[config.mk]
export PLATFORM = sky130hd
export DESIGN_NAME = alu_bitcount_flat
export DESIGN_NICKNAME = d
export VERILOG_FILES = /design/src/verilog/alu_pkg.sv /design/src/verilog/alu_op_if.sv /design/src/verilog/alu_bitcount.sv /design/src/flat_wrapper.sv
export SDC_FILE = /design/constraint.sdc
export NUM_CORES = 1
export LEC_CHECK = 0
export ABC_AREA = 1
export BUFFER_PORTS_ARGS = -buffer_cell sky130_fd_sc_hd__buf_4
export CAP_MARGIN = 10
export CORE_AREA = 5 5 198 200
export DETAILED_ROUTE_END_ITERATION = 16
export DIE_AREA = 0 0 203 205
export GPL_ROUTABILITY_DRIVEN = 1
export MAX_ROUTING_LAYER = met4
export PLACE_DENSITY_LB_ADDON = 0.15
export SYNTH_ARGS = -nofsm -noshare
export SYNTH_HDL_FRONTEND = slang
export SYNTH_SLANG_ARGS = --single-unit
[constraint.sdc]
create_clock -name vclk -period 18.4
set_clock_uncertainty 0.1 [all_clocks]
set_input_delay 1.84 -clock vclk [all_inputs]
set_output_delay 1.84 -clock vclk [all_outputs]
set_load 0.005 [all_outputs]
[src/verilog/alu_pkg.sv]
/* 64-bit ALU shared definitions */

package alu_pkg;

	// ========================================
	// widths
	// ========================================
	localparam int data_width = 64;    // operand and result width
	localparam int shamt_width = 6;    // shift amount, and a count is one bit wider
	localparam int fn_width = 3;       // sub-function field
	localparam int mul_latency = 3;    // product register stages

	typedef logic [data_width-1:0] alu_word_t;

	// ========================================
	// encodings
	// ========================================
	// codes 11 to 15 are left undefined and decode as unimplemented
	typedef enum logic [3:0] {
		OP_ADD    = 4'd0,  // add and absolute of sum
		OP_SUBF   = 4'd1,  // reverse subtract
		OP_AND    = 4'd2,
		OP_OR     = 4'd3,
		OP_XOR    = 4'd4,
		OP_SHIFT  = 4'd5,  // shifts and rotates
		OP_BITCNT = 4'd6,  // leading, trailing and population counts
		OP_MUL    = 4'd7,  // pipelined multiply
		OP_CHK    = 4'd8,  // range check that may raise an exception
		OP_CMOV   = 4'd9,  // conditional move on a
		OP_LOADA  = 4'd10  // scaled address add
	} alu_opcode_t;

	typedef enum logic [1:0] {
		CAUSE_NONE  = 2'd0,
		CAUSE_CHK   = 2'd1,  // range check failed
		CAUSE_UNIMP = 2'd2   // opcode not implemented
	} cause_t;

	// result pattern for an unknown opcode
	localparam alu_word_t filler_word = {(data_width/16){16'hDEAD}};

endpackage

[src/verilog/alu_op_if.sv]
/* decoded ALU operation bundle */

`timescale 1ns/1ps

interface alu_op_if;

	alu_pkg::alu_opcode_t op;              // major opcode
	logic [alu_pkg::fn_width-1:0] fn;      // sub-function
	logic use_imm;                         // second operand comes from imm instead of b
	alu_pkg::alu_word_t a;                 // first operand
	alu_pkg::alu_word_t b;                 // second operand, or the lower bound of a check
	alu_pkg::alu_word_t c;                 // upper bound of a check, or the cmov fallback
	alu_pkg::alu_word_t imm;               // immediate value

	// the functional units only ever read the operation
	modport unit (
		input op,
		input fn,
		input use_imm,
		input a,
		input b,
		input c,
		input imm
	);

endinterface

[src/verilog/alu_bitcount.sv]
/* bit count unit */

`timescale 1ns/1ps

module alu_bitcount (
	alu_op_if.unit opi,
	output alu_pkg::alu_word_t lead_ones,
	output alu_pkg::alu_word_t lead_zeros,
	output alu_pkg::alu_word_t pop_count,
	output alu_pkg::alu_word_t trail_zeros
);

	alu_pkg::alu_word_t a_rev;                      // a with bit order reversed
	logic [alu_pkg::shamt_width:0] lo_cnt;          // counts reach 64 so they need 7 bits
	logic [alu_pkg::shamt_width:0] lz_cnt;
	logic [alu_pkg::shamt_width:0] tz_cnt;
	logic [alu_pkg::shamt_width:0] pop_cnt;

	// length of the run of ones starting at the top bit
	// a word with no zero in it runs the whole width and yields 64
	function automatic logic [alu_pkg::shamt_width:0] lead_run(input alu_pkg::alu_word_t w);
		logic [alu_pkg::shamt_width:0] n;
		logic run;
		n = '0;
		run = 1'b1;
		for (int i = alu_pkg::data_width - 1; i >= 0; i--)
		begin
			run = run & w[i];                         // drops for good at the first zero
			n = n + {{alu_pkg::shamt_width{1'b0}}, run};
		end
		return n;
	endfunction

	assign a_rev = {<<{opi.a}};

	// ========================================
	// counts
	// ========================================
	// the zero counts reuse the ones scan on the inverted word
	assign lo_cnt = lead_run(opi.a);
	assign lz_cnt = lead_run(~opi.a);
	assign tz_cnt = lead_run(~a_rev);                 // trailing end becomes the leading end

	always_comb
	begin
		pop_cnt = '0;
		for (int i = 0; i < alu_pkg::data_width; i++)
			pop_cnt = pop_cnt + {{alu_pkg::shamt_width{1'b0}}, opi.a[i]};
	end

	// zero extend to a full result word
	assign lead_ones   = {{(alu_pkg::data_width-alu_pkg::shamt_width-1){1'b0}}, lo_cnt};
	assign lead_zeros  = {{(alu_pkg::data_width-alu_pkg::shamt_width-1){1'b0}}, lz_cnt};
	assign pop_count   = {{(alu_pkg::data_width-alu_pkg::shamt_width-1){1'b0}}, pop_cnt};
	assign trail_zeros = {{(alu_pkg::data_width-alu_pkg::shamt_width-1){1'b0}}, tz_cnt};

endmodule

[src/flat_wrapper.sv]
// flat-port wrapper written by rule: the top's interface ports become plain ports
module alu_bitcount_flat 
  (lead_ones, lead_zeros, pop_count, trail_zeros, opi_op, opi_fn, opi_use_imm, opi_a, opi_b, opi_c, opi_imm);
  alu_op_if opi_i ();
  output alu_pkg::alu_word_t lead_ones;
  output alu_pkg::alu_word_t lead_zeros;
  output alu_pkg::alu_word_t pop_count;
  output alu_pkg::alu_word_t trail_zeros;
  input wire logic [$bits(opi_i.op)-1:0] opi_op;
  input wire logic [$bits(opi_i.fn)-1:0] opi_fn;
  input wire logic [$bits(opi_i.use_imm)-1:0] opi_use_imm;
  input wire logic [$bits(opi_i.a)-1:0] opi_a;
  input wire logic [$bits(opi_i.b)-1:0] opi_b;
  input wire logic [$bits(opi_i.c)-1:0] opi_c;
  input wire logic [$bits(opi_i.imm)-1:0] opi_imm;
  assign opi_i.op = opi_op;
  assign opi_i.fn = opi_fn;
  assign opi_i.use_imm = opi_use_imm;
  assign opi_i.a = opi_a;
  assign opi_i.b = opi_b;
  assign opi_i.c = opi_c;
  assign opi_i.imm = opi_imm;
  alu_bitcount u_core (.opi(opi_i), .lead_ones(lead_ones), .lead_zeros(lead_zeros), .pop_count(pop_count), .trail_zeros(trail_zeros));
endmodule
Word-level counts from Yosys, hierarchy flattened
Cells that the tools add are included.

Register bits after elaboration: 0. Memory bits (writable): 0. ROM bits: 0. Bits in latches: 0. Memories: 0.

Shifts and indexed selects: 0. $add $sub $neg: 252. Muxes and demuxes: 0. Div/mod/pow operators: 0. Reductions and logical operators: 0. $mul: 0. $lt $le $gt $ge: 0. Eq/ne operators: 0. Bitwise logic cells: 191.

Operators with widths (number): $add 7x1->7 (248); $and 1x1->1 (189); $not 64->64 (2); $add 1x1->2 (4).

Depth between registers and ports, before layout
Word-level depth: 65. Depth in mapped cells: 53.

Worst setup path after synthesis
No wires, ideal clock.

Path kind: input port to output port. Start point: in opi_a[0]. End point: out trail_zeros[6]. Data required time: 16.460 ns. Stages: 48. Arrival time: 11.546 ns. Setup slack: 4.914 ns. Cells stage by stage: inv_1 -> ha_1 -> inv_1 -> nor2_2 -> nand3_2 -> nor3_2 -> nand3_2 -> nor4_4 -> nand4_2 -> nor2_2 -> nand4_1 -> nor2_2 -> nand4_2 -> nor2_2 -> nand4_2 -> nor2_2 -> nand4_2 -> nor2_4 -> (+12 left out) -> nand4_2 -> nor2_2 -> nand3_1 -> fa_1 -> inv_1 -> fa_1 -> fa_1 -> fa_1 -> fa_1 -> fa_1 -> fa_1 -> fa_1 -> inv_1 -> fa_1 -> fa_1 -> o21ai_0 -> a21oi_1 -> o21bai_1.

Cells in the longest elaborated chain, start to end: 65.

RTL lines: start, declared (line flat_wrapper.sv:12) `input wire logic [$bits(opi_i.a)-1:0] opi_a;`; $not 64->64 (*) (line alu_bitcount.sv:42) `assign tz_cnt = lead_run(~a_rev);`; $and 1x1->1 (line alu_bitcount.sv:28) `run = run & w[i];`; $add 1x1->2 or $and 1x1->1 (tied branches) (line alu_bitcount.sv:29, alu_bitcount.sv:28); $add 7x1->7 or $and 1x1->1 (tied branches) (61 in series) (line alu_bitcount.sv:29, alu_bitcount.sv:28); $add 7x1->7 (*) (line alu_bitcount.sv:29) `n = n + {{alu_pkg::shamt_width{1'b0}}, run};`; end, declared (line flat_wrapper.sv:8) `output alu_pkg::alu_word_t trail_zeros;`.

Mark *: on every way between the ends. The rest lies on a longest branch, timed or not.

Worst setup path in the final report
Same ends and word-level chain as after synthesis.

==> impl_metrics.tcl <==
set metrics [dict create \
    status "complete, no violations" \
    postSynthCellCount 1134 \
    vias_per_cell 3.67 \
    grt_max_degree 8 \
    final_nets 1771 \
    period_share_pct 83.4 \
    yosys_warnings 0 \
    critPathSlowestCell "fa_1" \
    power.density_mw_per_mm2 137 \
    drv_cap 0 \
    wire_per_inst_um 16.0 \
    grt_pass1_vias 6825 \
    ys_types 30 \
    die_height_um 205 \
    synth_area_leaders "fa_1, buf_4, inv_1, ha_1, nand4_2" \
    post-cts-setup-buffer-count 0 \
    grt_antenna_before_repair 2 \
    critPathArrivalTime_ns 13.40 \
    ys_seq_area_share_pct 0 \
    avgSynthCellArea_um2 8.70 \
    die-area_mm2 0.0416 \
    core_mm2 0.0372 \
    grt-ovfl-total 0 \
    irDropWorstVdd_v 0.000477 \
    final_antenna_net_count 0 \
    synth_top_area_cell "fa_1" \
    tightest_slew_ns 0.548 \
    finalCriticalPeriod_ns 15.34 \
    design.seq.count 0 \
    register_area_um2 0 \
    end_kind "output port" \
    cts.repair.resized 0 \
    drt_first_pass_iters 4 \
    cp.required_ns 16.46 \
    p_leak_uw 0.00616 \
    final-setup-viol-count 0 \
    grt_pass1_wl_um 41000 \
    num_rows 71 \
    dieWidth_um 203 \
    cts.hold.buffers_added 0 \
    hold_viol 0 \
    start_util_pct 26.5 \
    clock_buffers 0 \
    fin_hold_ws_ns 3.97 \
    drive_above_1_share_pct 15.9 \
    clock.fmax_mhz 65.2 \
    slowest_delay_ns 0.57 \
    cp_max_fo 5 \
    drc_errors 0 \
    vias 6251 \
    cp-start-kind "input port" \
    synth_area_mm2 0.00987 \
    slew_headroom_pct 63.2 \
    pin_count 520 \
    first_iter_violations 191 \
    holdPathStages 3 \
    drt_wl_total_um 27300 \
    slew_viol_final 0 \
    critPathKind "input port to output port" \
    tns_ns 0 \
    hold_path.class "input port to output port" \
    grt_usage_pct 13.4 \
    area_delta_synth_final_pct 4.35 \
    io_buffers 92 \
    p_total_uw 1410 \
    gp_congestion 0.854 \
    dpl.hpwl_um 26500 \
    synth_top_area_share_pct 43.8 \
    rsz0062_at_grt "no" \
]
-- cells in the final DEF (no fill, tap or decap), types with 5 or more instances in the layout --
cell type / instances
nor2_4: 5
conb_1: 228
nand4_1: 6
xor2_1: 13
o21ai_0: 6
inv_2: 17
nand4_2: 36
buf_4: 92
nand2_1: 54
fa_1: 216
nand3_1: 10
ha_1: 64
nor2_2: 37
nor2_1: 39
nor3_1: 6
inv_1: 360
a21oi_1: 13
-- area by class of cell --
cell class / count / area [um2]
fillers: 4135 / 26900
inverters: 379 / 1420
repair buffers: 92 / 691
well taps: 474 / 593
multi-input cells: 754 / 7590
diodes: 2 / 5.00
-- critical path, delay by kind of cell --
| family | cells | cell delay (ns) |
|---|---|---|
| fa+ha+maj | 11 | 5.04 |
| compound gates | 3 | 0.55 |
| buf+inv | 6 | 0.54 |
| simple gates | 30 | 5.40 |
-- cells in the mapped netlist, types with 2 or more instances --
library cell,number
inv_1,360
buf_4,228
fa_1,216
ha_1,64
nand2_1,54
nor2_1,39
nor2_2,37
nand4_2,36
inv_2,17
a21oi_1,13
xor2_1,13
nand3_1,10
nand4_1,6
nor3_1,6
o21ai_0,6
nor2_4,5
a21o_1,3
nand3_2,3
o21bai_1,3
xnor2_1,3
a31oi_1,2
and2_1,2
-- metrics by stage --
step | cell area (um2) | instances | worst slack (ns) | util, %
final | 10300 | 1701 | 3.06 | 27.7
after floorplan | 10700 | 1361 | 4.91 | -
after CTS | 10300 | 1699 | 2.93 | 27.7
after global placement | 10300 | 1699 | 2.99 | 27.7
after detailed placement | 10300 | 1699 | 2.93 | 27.7
after global routing | 10300 | 1701 | 2.17 | 27.7
-- power breakdown --
part           switching (uW)  leakage [uW]  total [uW]  internal (uW)
clock network               0  0.0000000127   0.0000145      0.0000145
logic                     711       0.00616        1410            704
registers                   0             0           0              0
-- metal layers --
layer	GRT usage, %	routed length, um
met2	21.8	12900
met3	1.22	1690
met5	-	0
met4	0.824	212
met1	19.1	12500
-- cells by family (layout without fill, tap and decap cells) --
| kind of cell | count (synthesis) | after routing | synth area share, % |
|---|---|---|---|
| XOR/XNOR | 16 | 16 | 1.42 |
| AO/OA/AOI/OAI | 27 | 27 | 1.55 |
| AND/OR/NAND/NOR | 203 | 203 | 13.3 |
| buffers and inverters | 607 | 471 | 31.8 |
| adder cells (fa/ha/maj) | 280 | 280 | 51.9 |
| other | 1 | 230 | 0.0380 |
-- path summary, 6_finish.rpt --
kind | startpoint | end
setup / recovery | opi_a[0] | trail_zeros[6]
hold / removal | opi_a[3] | pop_count[0]
Note: power is estimated with default switching activity, not from simulation.
