### src/verilog/alu_pkg.sv
/* 64-bit ALU shared definitions */

package alu_pkg;

	// ========================================
	// widths
	// ========================================
	localparam int data_width = 64;    // operand and result width
	localparam int shamt_width = 6;    // shift amount, and a count is one bit wider
	localparam int fn_width = 3;       // sub-function field
	localparam int mul_latency = 3;    // product register stages

	typedef logic [data_width-1:0] alu_word_t;

	// ========================================
	// encodings
	// ========================================
	// codes 11 to 15 are left undefined and decode as unimplemented
	typedef enum logic [3:0] {
		OP_ADD    = 4'd0,  // add and absolute of sum
		OP_SUBF   = 4'd1,  // reverse subtract
		OP_AND    = 4'd2,
		OP_OR     = 4'd3,
		OP_XOR    = 4'd4,
		OP_SHIFT  = 4'd5,  // shifts and rotates
		OP_BITCNT = 4'd6,  // leading, trailing and population counts
		OP_MUL    = 4'd7,  // pipelined multiply
		OP_CHK    = 4'd8,  // range check that may raise an exception
		OP_CMOV   = 4'd9,  // conditional move on a
		OP_LOADA  = 4'd10  // scaled address add
	} alu_opcode_t;

	typedef enum logic [1:0] {
		CAUSE_NONE  = 2'd0,
		CAUSE_CHK   = 2'd1,  // range check failed
		CAUSE_UNIMP = 2'd2   // opcode not implemented
	} cause_t;

	// result pattern for an unknown opcode
	localparam alu_word_t filler_word = {(data_width/16){16'hDEAD}};

endpackage

### src/verilog/alu_op_if.sv
/* decoded ALU operation bundle */

`timescale 1ns/1ps

interface alu_op_if;

	alu_pkg::alu_opcode_t op;              // major opcode
	logic [alu_pkg::fn_width-1:0] fn;      // sub-function
	logic use_imm;                         // second operand comes from imm instead of b
	alu_pkg::alu_word_t a;                 // first operand
	alu_pkg::alu_word_t b;                 // second operand, or the lower bound of a check
	alu_pkg::alu_word_t c;                 // upper bound of a check, or the cmov fallback
	alu_pkg::alu_word_t imm;               // immediate value

	// the functional units only ever read the operation
	modport unit (
		input op,
		input fn,
		input use_imm,
		input a,
		input b,
		input c,
		input imm
	);

endinterface

### src/verilog/alu_shifter.sv
/* shift and rotate unit */

`timescale 1ns/1ps

module alu_shifter (
	alu_op_if.unit opi,
	output alu_pkg::alu_word_t shift_res
);

	logic [alu_pkg::shamt_width-1:0] amt;           // shift distance
	logic [2*alu_pkg::data_width-1:0] shl;          // a in the low half moved up
	logic [2*alu_pkg::data_width-1:0] shr;          // a in the high half moved down
	logic [2*alu_pkg::data_width-1:0] asr;          // same as shr but sign filled

	// only the low bits of the amount matter, larger values wrap around
	always_comb
	begin
		if (opi.use_imm)
			amt = opi.imm[alu_pkg::shamt_width-1:0];
		else
			amt = opi.b[alu_pkg::shamt_width-1:0];
	end

	// ========================================
	// double width shifts
	// ========================================
	// the bits pushed out of one half land in the other half, which gives the rotates
	// for free by or-ing both halves together
	assign shl = {{alu_pkg::data_width{1'b0}}, opi.a} << amt;
	assign shr = {opi.a, {alu_pkg::data_width{1'b0}}} >> amt;
	assign asr = $signed({opi.a, {alu_pkg::data_width{1'b0}}}) >>> amt;

	// result select
	always_comb
	begin
		case (opi.fn)
		3'd0:    shift_res = shl[alu_pkg::data_width-1:0];                   // shl
		3'd1:    shift_res = shr[2*alu_pkg::data_width-1:alu_pkg::data_width]; // shr
		3'd2:    shift_res = asr[2*alu_pkg::data_width-1:alu_pkg::data_width]; // asr
		3'd3:                                                                  // rol
			shift_res = shl[2*alu_pkg::data_width-1:alu_pkg::data_width]
				| shl[alu_pkg::data_width-1:0];
		3'd4:                                                                  // ror
			shift_res = shr[2*alu_pkg::data_width-1:alu_pkg::data_width]
				| shr[alu_pkg::data_width-1:0];
		default: shift_res = '0;    // unused shift codes
		endcase
	end

endmodule

### src/flat_wrapper.sv
// flat-port wrapper written by rule: the top's interface ports become plain ports
module alu_shifter_flat 
  (shift_res, opi_op, opi_fn, opi_use_imm, opi_a, opi_b, opi_c, opi_imm);
  alu_op_if opi_i ();
  output alu_pkg::alu_word_t shift_res;
  input wire logic [$bits(opi_i.op)-1:0] opi_op;
  input wire logic [$bits(opi_i.fn)-1:0] opi_fn;
  input wire logic [$bits(opi_i.use_imm)-1:0] opi_use_imm;
  input wire logic [$bits(opi_i.a)-1:0] opi_a;
  input wire logic [$bits(opi_i.b)-1:0] opi_b;
  input wire logic [$bits(opi_i.c)-1:0] opi_c;
  input wire logic [$bits(opi_i.imm)-1:0] opi_imm;
  assign opi_i.op = opi_op;
  assign opi_i.fn = opi_fn;
  assign opi_i.use_imm = opi_use_imm;
  assign opi_i.a = opi_a;
  assign opi_i.b = opi_b;
  assign opi_i.c = opi_c;
  assign opi_i.imm = opi_imm;
  alu_shifter u_core (.opi(opi_i), .shift_res(shift_res));
endmodule
### config.mk
export PLATFORM = sky130hd
export DESIGN_NAME = alu_shifter_flat
export DESIGN_NICKNAME = d
export VERILOG_FILES = /design/src/verilog/alu_pkg.sv /design/src/verilog/alu_op_if.sv /design/src/verilog/alu_shifter.sv /design/src/flat_wrapper.sv
export SDC_FILE = /design/constraint.sdc
export NUM_CORES = 1
export LEC_CHECK = 0
export ABC_CLOCK_PERIOD_IN_PS = 2950
export BUFFER_PORTS_ARGS = -buffer_cell sky130_fd_sc_hd__buf_2
export CAP_MARGIN = 25
export CELL_PAD_IN_SITES_DETAIL_PLACEMENT = 0
export CELL_PAD_IN_SITES_GLOBAL_PLACEMENT = 1
export CORE_ASPECT_RATIO = 1.4
export CORE_MARGIN = 2
export CORE_UTILIZATION = 25
export DETAILED_ROUTE_END_ITERATION = 6
export PLACE_DENSITY = 0.6
export SLEW_MARGIN = 5
export SYNTH_ARGS = -nofsm -noshare
export SYNTH_HDL_FRONTEND = slang
export SYNTH_SLANG_ARGS = --single-unit
export TNS_END_PERCENT = 50
### constraint.sdc
create_clock -name vclk -period 2.95
set_clock_uncertainty 0.1 [all_clocks]
set_input_delay 0.1475 -clock vclk [all_inputs]
set_output_delay 0.1475 -clock vclk [all_outputs]
set_load 0.1 [all_outputs]
# After elaboration in Yosys (flattened, before gate mapping)
# Index checks and enable logic that the tools add are counted.
# Widths: inputs -> output; s select.
# totals
regBits	0
latch_bits	0
ram_bits	0
mem_bits_ro	0
inputBits	264
output_inout_bits	64
elab_cells	12
memories	0
# op_classes
n_addsub	0
n_mul	0
n_div	0
n_lt_le_gt_ge	0
eq_ne	4
shift	3
muxes	2
bitwise_logic	2
n_reduce_logical	1
# op_table
cell	count
$pmux 64 s5	1
$or 64x64->64	2
$shl 64x6->128	1
$shr 128x6->128	1
$sshr 128x6->128	1
$eq 3x2->1 const B	2
$mux 6	1
$eq 3x1->1 const B	1
$eq 3x3->1 const B	1
$logic_not 3->1	1

# Logic depth before layout (Yosys ltp)
# depth
depth_word	4
depth_mapped	14
depth_no_buf	8

# Worst setup path after synthesis
# No wires, ideal clock.
# synth_timing
path_type	in2out
from	in opi_use_imm
to	out shift_res[54]
arrival_time_ns	5.357
t_required_ns	2.703
path_slack_ns	-2.655
path_stages	12
n_path_buf	6
path_cell_list	buf_6 mux2_4 buf_6 buf_6 buf_6 buf_6 buf_2 o21ai_0 mux2i_1 a21oi_1 a21oi_1 o311ai_0
# synth_via
elab_chain_cells	4
word_cells_on_any_way	7
cone_classes	shift: 3; mux: 2; bitwise: 2
# synth_rtl
item	line	text
start, declared	flat_wrapper.sv:8	input wire logic [$bits(opi_i.use_imm)-1:0] opi_use_imm;
$mux 6 (*)	alu_shifter.sv:18	if (opi.use_imm)
$shr 128x6->128 or $shl 64x6->128 (tied branches)	alu_shifter.sv:30, alu_shifter.sv:29	
$or 64x64->64, on equally long branches	alu_shifter.sv:45, alu_shifter.sv:42	
$pmux 64 s5 (*)	alu_shifter.sv:36	case (opi.fn)
end, declared	flat_wrapper.sv:5	output alu_pkg::alu_word_t shift_res;
# Mark *: on every way between the ends. The rest lies on a longest branch, timed or not.

# Final worst setup path
# layout_timing
from	in opi_use_imm
to	out shift_res[61]
# The elaborated chain is that of the path after synthesis.

==> impl_results.md <==
* All-Layer GR Usage at 42.4%
* Die width at roughly 190 µm
* Clock buffers at 0
* Critical path class: primary input to output port
* Status: complete, but fails checks
* Critical path launch point type: primary input
* WP data arrival at approximately 3.1 ns
* Num ports at 328
* Final setup violation count at 64
* Switching pwr at 5.37 mW
* Biggest cell delay along the critical path at 0.34 ns
* Initial antenna violation count at 4
* Leakage power at 10.2 nW
* Worst-margin pin slew at 0.894 ns
* Final net count at between 2000 and 3000
* DRT Pass-1 Iters at 6
* Sequential element share of the synthesized area at 0%
* Final hold vios at 0
* Gate power share at between 90% and 100%
* FP Rows at 96
* Hold crit path type: primary input to output port
* Final WS setup at -0.434 ns
* Initial Utilization at roughly 25%
* Buf/Inv on CP at 9
* Storage element area at 0 µm²
* Max-cap violations at 0
* Routed len/inst at 35.2 µm
* Cell Area, Synth at 12300 µm²
* Critical Path, Cell by Cell: buf_12, buf_12, mux2i_4, buf_6, buf_12, buf_8, buf_8, mux4_2, buf_4, mux2i_1, buf_4, mux2i_2, and2_4, a211oi_2, a211o_1, nand4b_1, buf_8
* Register share of total power at 0%
* Via count at 19707
* Clock power frac at 0%
* CP max FO at 8
* Final period utilization at 115%
* Placer Congestion at 1.05
* Share of cells above drive strength 1 at 60.0%
* Highest ir drop seen on vdd at 313 µV
* Relative slew margins at 40.1%
* Fin. max-slew vios at 0
* Antenna viol nets, final at 0
* First-pass GRT wire length at 153000 µm
* Setup_tns at -20.46 ns
* Cell variety after synth at roughly 70
* Dpl hpwl at 91300 µm
* Largest net degree at the start of global routing at 36
* Mapped Cells at ~1700
* CTS Hold Bufs at 0
* Fmax at 296 MHz
* RSZ-0062 raised after global routing: yes
* WHS at around 0.96 ns
* Die Ht at 267 µm
* Gr ovfl total at 0
* Pwr dens at slightly below 400 nW/µm²
* Failing checks: negative setup slack
* Crit path capture type: output port
* Syn nets at between 1500 and 2000
* Initial drt markers at between 1500 and 2000
* CP top delay family: buffers and inverters
* Layout area overhead at 94.5%
* Worst EP required at 2.70 ns
* Drt drc at 0
* Final min period at roughly 3.4 ns
* Port bufs at 144
* Sw frac at 57.5%
* FFs & Latches at 0
* Core footprint at about 50000 µm²
* Die ar. at 51200 µm²
* Vias in the first global route at 19668
* Synthesized area per cell at 7.35 µm²
* Worst-path cell with the longest stage delay: mux4_2
* Vias/cell at between 6 and 7
* Drt total wl at 111000 µm
* Syn. warnings at 0
* Int Pwr at 3.96 mW
[worst paths after layout]
check                 depth (start not counted)         from             to
worst min-delay path                          6    opi_fn[1]  shift_res[31]
worst max-delay path                         17  opi_use_imm  shift_res[61]
[repair_timing]
| item | 4_1_cts | 5_1_grt |
|---|---|---|
| pin swaps | 91 | 69 |
| gates cloned | 9 | 0 |
| resized for setup | 467 | 176 |
| setup buffers | 49 | 28 |
| endpoints found under the setup margin | 64 | 64 |
[cells by family (layout without fill, tap and decap cells)]
kind of cell           after synthesis  in the layout  synth area share, %
muxes                              392            394                 42.2
AOI/OAI and AO/OA                  615            615                 33.5
buffers and inverters              179           1009                 6.67
other                                0              3                    0
and+or+nand+nor                    494            494                 17.6
[cells in the mapped netlist (6+ instances only)]
| master | n | area share [%] |
|---|---|---|
| a211o_1 | 11 | 0.78 |
| a211oi_1 | 29 | 1.8 |
| a21o_1 | 10 | 0.61 |
| a21oi_1 | 137 | 5.6 |
| a221o_1 | 11 | 0.89 |
| a221oi_1 | 15 | 1.1 |
| a22o_1 | 13 | 0.92 |
| a22oi_1 | 51 | 3.1 |
| a2bb2oi_1 | 9 | 0.64 |
| a31oi_1 | 23 | 1.2 |
| a32oi_1 | 8 | 0.57 |
| and2_1 | 18 | 0.91 |
| and3_1 | 20 | 1.0 |
| buf_1 | 21 | 0.64 |
| buf_2 | 49 | 2.0 |
| buf_4 | 8 | 0.49 |
| buf_6 | 8 | 0.73 |
| clkbuf_1 | 91 | 2.8 |
| mux2_2 | 27 | 2.5 |
| mux2i_1 | 262 | 21 |
| mux4_2 | 96 | 18 |
| nand2_1 | 214 | 6.5 |
| nand3_1 | 48 | 1.9 |
| nor2_1 | 122 | 3.7 |
| nor3_1 | 34 | 1.4 |
| o2111ai_1 | 6 | 0.43 |
| o211ai_1 | 33 | 2.0 |
| o21a_1 | 10 | 0.61 |
| o21ai_0 | 104 | 4.2 |
| o221ai_1 | 22 | 1.6 |
| o22a_1 | 6 | 0.43 |
| o22ai_1 | 53 | 2.7 |
| o2bb2ai_1 | 10 | 0.71 |
| o31ai_1 | 11 | 0.67 |
| o32ai_1 | 8 | 0.57 |
| or3_1 | 8 | 0.41 |
[area by class of cell]
cell class	instances	area (µm²)
fillers	4755	24900
multi-input cells	1503	14000
repair buffers	1007	9190
well taps	637	797
inverters	2	7.51
diodes	3	7.51
[routing by layer]
metal | GRT usage [%] | vias up | routed length (µm)
met5 | 0 | - | 14
met4 | 31.8 | 2 | 11300
met3 | 5.58 | 399 | 7430
met2 | 69.5 | 1070 | 50300
met1 | 50.0 | 9859 | 41900
li1 | - | 8377 | -
[metrics by stage]
stage | utilization [%] | instances | setup slack (ns) | area (µm²) | total power [mW]
final | 49.1 | 3152 | -0.434 | 24000 | 9.34
after global routing | 49.1 | 3152 | -0.466 | 24000 | 9.54
after CTS | 47.1 | 3127 | -0.389 | 23000 | 8.77
after detailed placement | 42.0 | 3075 | -1.01 | 20500 | 7.80
after global placement | 42.0 | 3075 | -0.936 | 20500 | 7.81
after floorplan | - | 1680 | -0.854 | 12800 | 3.84
[tightest hold or removal path, cell delays in order]
cell and delay (ns):
buf_2 0.15, nor2_1 0.08, a211oi_2 0.21, buf_4 0.14
nor2_4 0.03, buf_12 0.15
[cell usage in the layout, fill, tap and decap left out, types with 11 or more instances in the layout]
| cell type | netlist | final |
|---|---|---|
| buf_4 | 8 | 726 |
| a21oi_1 | 137 | 97 |
| nor2_1 | 122 | 111 |
| buf_2 | 49 | 77 |
| a22oi_2 | 0 | 19 |
| mux2i_1 | 262 | 158 |
| o21ai_2 | 0 | 18 |
| mux2_4 | 3 | 17 |
| nand2_1 | 214 | 201 |
| mux2_2 | 27 | 11 |
| buf_8 | 0 | 16 |
| buf_12 | 0 | 93 |
| mux4_2 | 96 | 96 |
| a211oi_2 | 1 | 19 |
| a22oi_1 | 51 | 32 |
| a211o_1 | 11 | 11 |
| and3_1 | 20 | 14 |
| a221o_1 | 11 | 11 |
| nand2_2 | 0 | 13 |
| mux2i_4 | 3 | 47 |
| o211ai_1 | 33 | 33 |
| a31oi_1 | 23 | 18 |
| o21ai_1 | 2 | 14 |
| o21ai_0 | 104 | 70 |
| mux2i_2 | 1 | 61 |
| nor3_1 | 34 | 28 |
| buf_6 | 8 | 83 |
| a21oi_2 | 1 | 30 |
| a21oi_4 | 0 | 11 |
| nand3_1 | 48 | 39 |
| and2_1 | 18 | 11 |
| o22ai_1 | 53 | 41 |
[power groups by stage]
stage	registers (mW)	logic, mW	clock network, mW
final	0	9.34	0.000000136
after global routing	0	9.54	0.000000136
after CTS	0	8.77	0
after detailed placement	0	7.80	0
after global placement	0	7.81	0
after floorplan	0	3.84	0
Power figures use the tool's default switching activity.
