$ cat src/verilog/alu_pkg.sv
/* 64-bit ALU shared definitions */

package alu_pkg;

	// ========================================
	// widths
	// ========================================
	localparam int data_width = 64;    // operand and result width
	localparam int shamt_width = 6;    // shift amount, and a count is one bit wider
	localparam int fn_width = 3;       // sub-function field
	localparam int mul_latency = 3;    // product register stages

	typedef logic [data_width-1:0] alu_word_t;

	// ========================================
	// encodings
	// ========================================
	// codes 11 to 15 are left undefined and decode as unimplemented
	typedef enum logic [3:0] {
		OP_ADD    = 4'd0,  // add and absolute of sum
		OP_SUBF   = 4'd1,  // reverse subtract
		OP_AND    = 4'd2,
		OP_OR     = 4'd3,
		OP_XOR    = 4'd4,
		OP_SHIFT  = 4'd5,  // shifts and rotates
		OP_BITCNT = 4'd6,  // leading, trailing and population counts
		OP_MUL    = 4'd7,  // pipelined multiply
		OP_CHK    = 4'd8,  // range check that may raise an exception
		OP_CMOV   = 4'd9,  // conditional move on a
		OP_LOADA  = 4'd10  // scaled address add
	} alu_opcode_t;

	typedef enum logic [1:0] {
		CAUSE_NONE  = 2'd0,
		CAUSE_CHK   = 2'd1,  // range check failed
		CAUSE_UNIMP = 2'd2   // opcode not implemented
	} cause_t;

	// result pattern for an unknown opcode
	localparam alu_word_t filler_word = {(data_width/16){16'hDEAD}};

endpackage

$ cat src/verilog/alu_op_if.sv
/* decoded ALU operation bundle */

`timescale 1ns/1ps

interface alu_op_if;

	alu_pkg::alu_opcode_t op;              // major opcode
	logic [alu_pkg::fn_width-1:0] fn;      // sub-function
	logic use_imm;                         // second operand comes from imm instead of b
	alu_pkg::alu_word_t a;                 // first operand
	alu_pkg::alu_word_t b;                 // second operand, or the lower bound of a check
	alu_pkg::alu_word_t c;                 // upper bound of a check, or the cmov fallback
	alu_pkg::alu_word_t imm;               // immediate value

	// the functional units only ever read the operation
	modport unit (
		input op,
		input fn,
		input use_imm,
		input a,
		input b,
		input c,
		input imm
	);

endinterface

$ cat src/verilog/alu_exec.sv
/* ALU execute and result register */

`timescale 1ns/1ps

module alu_exec (
	input logic clk,
	input logic rst,
	alu_op_if.unit opi,
	input alu_pkg::alu_word_t shift_res,
	input alu_pkg::alu_word_t lead_ones,
	input alu_pkg::alu_word_t lead_zeros,
	input alu_pkg::alu_word_t pop_count,
	input alu_pkg::alu_word_t trail_zeros,
	input alu_pkg::alu_word_t mul_lo_u,
	input alu_pkg::alu_word_t mul_lo_s,
	input alu_pkg::alu_word_t mul_hi_s,
	output alu_pkg::alu_word_t o,
	output alu_pkg::cause_t exc
);

	alu_pkg::alu_word_t x;          // imm or b as the second operand
	alu_pkg::alu_word_t sum;        // a + x
	alu_pkg::alu_word_t sum_abs;    // magnitude of the sum, taken as two's complement
	alu_pkg::alu_word_t addr;       // scaled address
	alu_pkg::alu_word_t bus;        // selected result ahead of the register
	alu_pkg::cause_t cause;         // exception ahead of the register
	logic lo_ok;                    // a clears the lower bound
	logic hi_ok;                    // a clears the upper bound
	logic chk_fault;

	assign x = opi.use_imm ? opi.imm : opi.b;
	assign sum = opi.a + x;
	assign sum_abs = sum[alu_pkg::data_width-1] ? -sum : sum;
	assign addr = opi.a + opi.imm + (opi.b << opi.fn[1:0]);     // index scaled by 1, 2, 4 or 8

	// ========================================
	// range check
	// ========================================
	// fn[1] makes the lower bound exclusive, fn[0] makes the upper bound inclusive
	// and fn[2] flips the sense so that landing inside the range is the fault
	always_comb
	begin
		lo_ok = opi.fn[1] ? (opi.a > opi.b) : (opi.a >= opi.b);
		hi_ok = opi.fn[0] ? (opi.a <= opi.c) : (opi.a < opi.c);
		chk_fault = opi.fn[2] ? (lo_ok && hi_ok) : !(lo_ok && hi_ok);
	end

	// ========================================
	// result select
	// ========================================
	always_comb
	begin
		bus = '0;
		cause = alu_pkg::CAUSE_NONE;
		case (opi.op)
		alu_pkg::OP_ADD:
			case (opi.fn)
			3'd0:    bus = sum;
			3'd2:    bus = sum_abs;
			default: bus = '0;
			endcase
		alu_pkg::OP_SUBF:   bus = x - opi.a;   // reverse subtract
		alu_pkg::OP_AND:
			case (opi.fn)
			3'd0:    bus = opi.a & x;
			3'd1:    bus = ~(opi.a & x);      // nand
			3'd2:    bus = opi.a & ~x;        // and with complement
			default: bus = '0;
			endcase
		alu_pkg::OP_OR:
			case (opi.fn)
			3'd0:    bus = opi.a | x;
			3'd1:    bus = ~(opi.a | x);      // nor
			3'd2:    bus = opi.a | ~x;
			default: bus = '0;
			endcase
		alu_pkg::OP_XOR:
			case (opi.fn)
			3'd0:    bus = opi.a ^ x;
			3'd1:    bus = ~(opi.a ^ x);      // xnor
			3'd2:    bus = opi.a ^ ~x;
			default: bus = '0;
			endcase
		alu_pkg::OP_SHIFT:  bus = shift_res;
		alu_pkg::OP_BITCNT:
			case (opi.fn)
			3'd0:    bus = lead_ones;
			3'd1:    bus = lead_zeros;
			3'd2:    bus = pop_count;
			3'd3:    bus = trail_zeros;
			default: bus = '0;
			endcase
		alu_pkg::OP_MUL:
			// products come from the last pipeline stage
			case (opi.fn)
			3'd0:    bus = mul_lo_u;
			3'd1:    bus = mul_lo_s;
			3'd4:    bus = mul_hi_s;
			default: bus = '0;
			endcase
		alu_pkg::OP_CHK:
			if (chk_fault)
				cause = alu_pkg::CAUSE_CHK;    // result stays zero either way
		alu_pkg::OP_CMOV:
			case (opi.fn)
			3'd4:    bus = ~|opi.a ? x : opi.c;  // move when a is zero
			3'd5:    bus = |opi.a ? x : opi.c;   // move when a is nonzero
			default: bus = '0;
			endcase
		alu_pkg::OP_LOADA:  bus = addr;
		default:
		begin
			bus = alu_pkg::filler_word;
			cause = alu_pkg::CAUSE_UNIMP;
		end
		endcase
	end

	// one cycle from operands to o and exc
	always_ff @(posedge clk)
	begin
		if (rst)
		begin
			o <= '0;
			exc <= alu_pkg::CAUSE_NONE;
		end
		else
		begin
			o <= bus;
			exc <= cause;
		end
	end

endmodule

$ cat src/flat_wrapper.sv
// flat-port wrapper written by rule: the top's interface ports become plain ports
module alu_exec_flat 
  (clk, rst, shift_res, lead_ones, lead_zeros, pop_count, trail_zeros, mul_lo_u, mul_lo_s, mul_hi_s, o, exc, opi_op, opi_fn, opi_use_imm, opi_a, opi_b, opi_c, opi_imm);
  alu_op_if opi_i ();
  input logic clk;
  input logic rst;
  input alu_pkg::alu_word_t shift_res;
  input alu_pkg::alu_word_t lead_ones;
  input alu_pkg::alu_word_t lead_zeros;
  input alu_pkg::alu_word_t pop_count;
  input alu_pkg::alu_word_t trail_zeros;
  input alu_pkg::alu_word_t mul_lo_u;
  input alu_pkg::alu_word_t mul_lo_s;
  input alu_pkg::alu_word_t mul_hi_s;
  output alu_pkg::alu_word_t o;
  output alu_pkg::cause_t exc;
  input wire logic [$bits(opi_i.op)-1:0] opi_op;
  input wire logic [$bits(opi_i.fn)-1:0] opi_fn;
  input wire logic [$bits(opi_i.use_imm)-1:0] opi_use_imm;
  input wire logic [$bits(opi_i.a)-1:0] opi_a;
  input wire logic [$bits(opi_i.b)-1:0] opi_b;
  input wire logic [$bits(opi_i.c)-1:0] opi_c;
  input wire logic [$bits(opi_i.imm)-1:0] opi_imm;
  assign opi_i.op = opi_op;
  assign opi_i.fn = opi_fn;
  assign opi_i.use_imm = opi_use_imm;
  assign opi_i.a = opi_a;
  assign opi_i.b = opi_b;
  assign opi_i.c = opi_c;
  assign opi_i.imm = opi_imm;
  alu_exec u_core (.clk(clk), .rst(rst), .opi(opi_i), .shift_res(shift_res), .lead_ones(lead_ones), .lead_zeros(lead_zeros), .pop_count(pop_count), .trail_zeros(trail_zeros), .mul_lo_u(mul_lo_u), .mul_lo_s(mul_lo_s), .mul_hi_s(mul_hi_s), .o(o), .exc(exc));
endmodule
$ cat config.mk
export PLATFORM = sky130hd
export DESIGN_NAME = alu_exec_flat
export DESIGN_NICKNAME = d
export VERILOG_FILES = /design/src/verilog/alu_pkg.sv /design/src/verilog/alu_op_if.sv /design/src/verilog/alu_exec.sv /design/src/flat_wrapper.sv
export SDC_FILE = /design/constraint.sdc
export NUM_CORES = 2
export LEC_CHECK = 0
export BUFFER_PORTS_ARGS = -buffer_cell sky130_fd_sc_hd__buf_4
export CAP_MARGIN = 30
export CORE_AREA = 5 5 323 325
export CTS_CLUSTER_DIAMETER = 100
export DETAILED_ROUTE_END_ITERATION = 16
export DIE_AREA = 0 0 328 330
export PLACE_DENSITY = 0.62
export SLEW_MARGIN = 0
export SYNTH_ARGS = -nofsm -noshare
export SYNTH_HDL_FRONTEND = slang
export SYNTH_SLANG_ARGS = --single-unit
$ cat constraint.sdc
create_clock -name clk -period 14.4 [get_ports clk]
set_clock_uncertainty 0.2 [all_clocks]
set_input_delay 2.88 -clock clk [delete_from_list [all_inputs] [get_ports clk]]
set_output_delay 2.88 -clock clk [all_outputs]
set_load 0.1 [all_outputs]
# After elaboration in Yosys (flattened, before gate mapping)

Cells that the tools add are included.

Add/sub/neg operators: 5
$lt $le $gt $ge: 4
Eq/ne operators: 15
Shift-type cells: 1
Mux-type cells: 17
Bitwise logic cells: 10
Reduce and logical (&&, ||, !) cells: 6

Operators by type and width:

| kind                                                             | number |
|---|---|
| 64-bit one-hot mux with 3 select lines                           | 4 |
| 64-bit one-hot mux with 11 select lines                          | 1 |
| 64-bit two-way mux                                               | 4 |
| 64-bit NOT                                                       | 4 |
| 64-bit one-hot mux with 2 select lines                           | 2 |
| 64-bit one-hot mux with 4 select lines                           | 1 |
| 64-bit adder                                                     | 3 |
| 64-bit bitwise AND                                               | 2 |
| 64-bit OR                                                        | 2 |
| 64-bit XOR                                                       | 2 |
| 64-bit greater-or-equal comparator                               | 1 |
| 64-bit > comparator                                              | 1 |
| 64-bit <= comparator                                             | 1 |
| 64-bit < comparator                                              | 1 |
| 64-bit negation                                                  | 1 |
| 64-bit OR reduction                                              | 1 |
| 64-bit by 2-bit left shift with 64-bit output                    | 1 |
| 64-bit subtractor                                                | 1 |
| 4-bit by 3-bit == test with 1-bit output (second input constant) | 4 |
| 4-bit == test (second input constant)                            | 3 |
| 10-bit OR reduction                                              | 1 |
| 4-bit by 2-bit == test with 1-bit output (second input constant) | 2 |
| 3-bit by 2-bit == test with 1-bit output (second input constant) | 2 |
| 3-bit == test (second input constant)                            | 2 |
| 8 further kinds                                                  | 11 |

Bits in registers: 66
Input port bits: 778
Output and inout port bits: 66
Logic and storage cells: 60

# Logic depth before layout (Yosys ltp)

Depth in word-level cells: 7
Mapped depth: 23
Gate-level depth less buffers: 18

# Least setup slack after synthesis

No wires, ideal clock.

Kind: input port to flip-flop
Start point: input opi_fn[0]
End point: register u_core.o[59]
Setup time: 0.120 ns
Arrival: 9.515 ns
Data required time: 14.080 ns
Path slack: 4.566 ns
Stages on the path: 23
Path buffers: 6
Cells stage by stage: clkbuf_1 > buf_1 > buf_1 > clkbuf_1 > clkbuf_1 > buf_1 > mux2i_1 > nor2_1 > fa_1 > ha_1 > fa_1 > a211oi_1 > o21bai_1 > a211oi_1 > o21ai_0 > o31ai_1 > o21a_1 > a21bo_2 > o21ai_1 > o2bb2ai_1 > mux2i_1 > a221o_1 > o31a_1

Longest elaborated chain between the ends: 3
Elaborated cells between the ends (all ways): 16
Those cells by class: add/sub (1); eq/ne (5); shift (1); mux (8); reduce/logical (1)

RTL lines:

| item                                                                  | line               | RTL |
|---|---|---|
| from (decl)                                                           | flat_wrapper.sv:18 | `input wire logic [$bits(opi_i.fn)-1:0] opi_fn;` |
| 64-bit by 2-bit left shift with 64-bit output (tied with other cells) | alu_exec.sv:34     | `assign addr = opi.a + opi.imm + (opi.b << opi.fn[1:0]);` |
| 64-bit adder (tied with other cells)                                  | alu_exec.sv:34     |  |
| 64-bit one-hot mux with 11 select lines (*)                           | alu_exec.sv:55     | `case (opi.op)` |
| to (signal assigned)                                                  | alu_exec.sv:129    | `o <= bus;` |
| to (decl)                                                             | alu_exec.sv:17     | `output alu_pkg::alu_word_t o,` |

Every way passes the cells marked *; elsewhere a longest branch is shown, timed or not.
A chain may end at the register's enable or synchronous reset.

# Worst setup path in the final report

Start point: input opi_use_imm
End point: register u_core.o[53]

Longest elaborated chain between the ends: 6
Elaborated cells between the ends (all ways): 23
Those cells by class: add/sub (3); mux (10); bitwise (10)

RTL lines:

| item                                        | line               | RTL |
|---|---|---|
| from (decl)                                 | flat_wrapper.sv:19 | `input wire logic [$bits(opi_i.use_imm)-1:0] opi_use_imm;` |
| 64-bit two-way mux (*)                      | alu_exec.sv:31     | `assign x = opi.use_imm ? opi.imm : opi.b;` |
| 64-bit adder                                | alu_exec.sv:32     | `assign sum = opi.a + x;` |
| 64-bit negation                             | alu_exec.sv:33     | `assign sum_abs = sum[alu_pkg::data_width-1] ? -sum : sum;` |
| 64-bit two-way mux                          | alu_exec.sv:33     |  |
| 64-bit one-hot mux with 2 select lines      | alu_exec.sv:57     | `case (opi.fn)` |
| 64-bit one-hot mux with 11 select lines (*) | alu_exec.sv:55     |  |

Marked as above.

==> flow_metrics.py <==
metrics = {
    "status": {
        "status": "finished, final reports clean",
    },
    "logic_synthesis": {
        "ys_seq_area_frac": 0.0379,
        "yosysWarnings": 0,
        "synth_edf_count": 0,
        "ys.flop_type": "dfxtp_1",
        "synth.cell_area_sq_um": 34900,
        "syn_inst": 4753,
        "synth_area_per_cell_sq_um": 7.34,
        "ys_ff_latch": 66,
        "syn-num-nets": 6093,
        "synth_cell_types": 104,
        "synthArstFlopShare": 0,
    },
    "critical_path": {
        "critical_path.startpoint_type": "primary input",
        "critical_path_buf_inv_count": 3,
        "cp_top_family": "compound AO/OA/AOI/OAI gates",
        "critPathArrivalTime_ps": 10310,
        "end_kind": "flop",
        "crit_chain": "buf_4, buf_4, nand2_1, o21ai_0, inv_1, ha_1, a21oi_1, o31ai_1, a21oi_1, and2_1, a21oi_1, a2111oi_0, o31ai_1, a2111oi_2, nand3_1, o31ai_1, nor3_1, a211o_1",
        "path_max_fanout": 58,
        "slowest_delay_ps": 820,
        "required_ps": 14490,
        "cp_slowest_cell": "a2111oi_0",
        "path_class": "in2reg",
    },
    "route": {
        "drtIter0Drc": 5788,
        "wl_per_cell_microns": 35.2,
        "vias": 44900,
        "vias_per_cell": 6.67,
        "ant_nets": 0,
        "drc_errors": 0,
        "first_pass_iters": 6,
        "wirelength_mm": 237,
    },
    "global_route": {
        "gr-total-overflow": 0,
        "grt_pass1_wl_mm": 323,
        "antenna_found_initial": 28,
        "grtUsageTotal": 0.413,
        "grt_max_degree": 61,
        "grt_pass1_vias": 42500,
    },
    "timing": {
        "tns_ps": 0,
        "max_freq_mhz": 97.8,
        "max_slew_margin": 0.179,
        "finalSetupViolations": 0,
        "fin_crit_ps": 10220,
        "grt_setup_unrepaired": "false",
        "whs_ps": 2660,
        "final-hold-violation-count": 0,
        "maxSlewViolCount": 0,
        "fin_crit_sh": 0.710,
        "tightest_slew_ps": 1230,
    },
    "cells_and_area": {
        "layout-drive-gt1-share": 0.214,
        "syn_to_final_growth_pct": 22.5,
        "layout_common_cells": "buf_4, ha_1, a21oi_1, nand2_1, inv_1",
        "seq_area_sq_um": 1320,
        "multi_input_area_sq_um": 31000,
        "layout_commonest_cell": "buf_4",
        "fillCellCount": 10700,
        "nNetsFinal": 6693,
    },
    "floorplanning": {
        "io_pins": 844,
        "initial_utilization": 0.345,
        "chipHeight_microns": 330,
        "dieArea_sq_um": 108000,
        "coreArea_sq_um": 101000,
        "die_w_microns": 328,
        "rows": 117,
    },
    "power": {
        "share_comb_of_total_power": 0.829,
        "peakVddDrop_uv": 52.3,
        "switchingPower_mw": 1.73,
        "switching_share": 0.585,
        "p_per_area_nw_per_um2": 69.2,
        "p_int_mw": 1.23,
        "clkPwrFrac": 0.097,
        "leakage_nw": 19.2,
        "power_frac_seq": 0.075,
    },
    "clock_network": {
        "cts_resized": 0,
        "path_clk_slew_ps": 70,
        "cts_tree": "done",
        "cts_max_path_buffers": 2,
        "cts_buffers": 9,
        "ctsHoldBuffers": 0,
        "cts_setup_buffers": 0,
        "cts_max_level": 3,
        "cts_sinks": 66,
        "cts_root_buf": "clkbuf_16",
    },
    "min_path": {
        "hp-class": "in2reg",
        "min_delay_path_depth": 2,
        "min_delay_worst_endpoint": "u_core.o[51]",
        "hp-start": "rst",
    },
    "place": {
        "gp_congestion": 1.06,
        "dp_hpwl_mm": 194,
        "io_buffer_count": 843,
    },
    "job": {
        "maxCapViolCount": 0,
    },
}
synthesized netlist by cell type (33+ instances only):
master | instances | area, sq um
a221oi_1 | 145 | 1270
or3_1 | 35 | 219
clkbuf_1 | 236 | 886
inv_1 | 324 | 1220
o31ai_1 | 41 | 308
o221ai_1 | 80 | 701
buf_1 | 62 | 233
buf_2 | 37 | 185
nor4_1 | 43 | 269
nand3_1 | 57 | 285
a21o_1 | 155 | 1160
a21oi_1 | 430 | 2150
ha_1 | 496 | 6210
xnor2_1 | 132 | 1160
o211ai_1 | 48 | 360
o21a_1 | 36 | 270
fa_1 | 66 | 1320
nor2_1 | 304 | 1140
a31oi_1 | 33 | 206
o21bai_1 | 40 | 300
a22oi_1 | 121 | 908
o21ai_0 | 295 | 1480
xor2_1 | 60 | 526
nor3_1 | 77 | 385
nor2b_1 | 48 | 300
mux4_2 | 97 | 2180
o22ai_1 | 112 | 701
nand4_1 | 100 | 626
nand2_1 | 376 | 1410
a211oi_1 | 56 | 420
dfxtp_1 | 66 | 1320
mux2i_1 | 163 | 1630
layer usage:
layer  wire, microns  vias to the layer above  GRT usage
li1                -                    19200          -
met1           87800                    21800      0.503
met2          103000                     3157      0.647
met3           25900                      743     0.0950
met4           20800                       20      0.282
met5             139                        -          0
metrics by stage:
stage                     utilization  cell area (sq um)  setup WS, ps  power (mW)  std cells
after floorplan                     -              34900          4570        1.69       4753
after global placement          0.418              42300          4210        2.58       6701
after detailed placement        0.419              42300          4070        2.58       6708
after CTS                       0.422              42700          4490        2.88       6723
after global routing            0.422              42700          3960        3.08       6726
final                           0.422              42700          4180        2.96       6737
how the worst max path moves through the flow:
stage	start	end	cells past startpoint
2_1_floorplan	opi_fn[0]	u_core.o[59]	23
6_report	opi_use_imm	u_core.o[53]	18
3_3_place_gp	opi_use_imm	u_core.o[54]	18
4_1_cts	opi_use_imm	u_core.o[54]	18
3_5_place_dp	opi_use_imm	u_core.o[54]	18
5_1_grt	opi_use_imm	u_core.o[53]	18
area by class of cell:
class / instances / share of cell area
Multi-Input combinational cell: 4011 / 0.727
Inverter: 333 / 0.0293
Tap cell: 1368 / 0.0401
Clock inverter: 2 / 0.00141
Sequential cell: 66 / 0.0309
Antenna cell: 12 / 0.000703
Timing Repair Buffer: 932 / 0.164
Clock buffer: 13 / 0.00609
power groups by stage:
stage                     sequential (mW)  combinational (mW)  clock, mW
after floorplan                     0.325                1.37          0
after global placement              0.225                2.35          0
after detailed placement            0.224                2.36          0
after CTS                           0.220                2.38      0.285
after global routing                0.220                2.57      0.289
final                               0.221                2.45      0.285
cell families after synthesis:
group / Yosys count / synth area share
AOI/OAI and AO/OA: 1800 / 0.348
and+or+nand+nor: 1194 / 0.164
buffers and inverters: 676 / 0.0753
adders and majority gates: 562 / 0.216
muxes: 263 / 0.110
xor gates and xnor gates: 192 / 0.0482
DFF: 66 / 0.0379
flip-flops by register name, indices dropped and copies added (netlist names):
name,flops
u_core.o,64
u_core.exc,2
No activity file was read; power rests on OpenSTA's default activity.
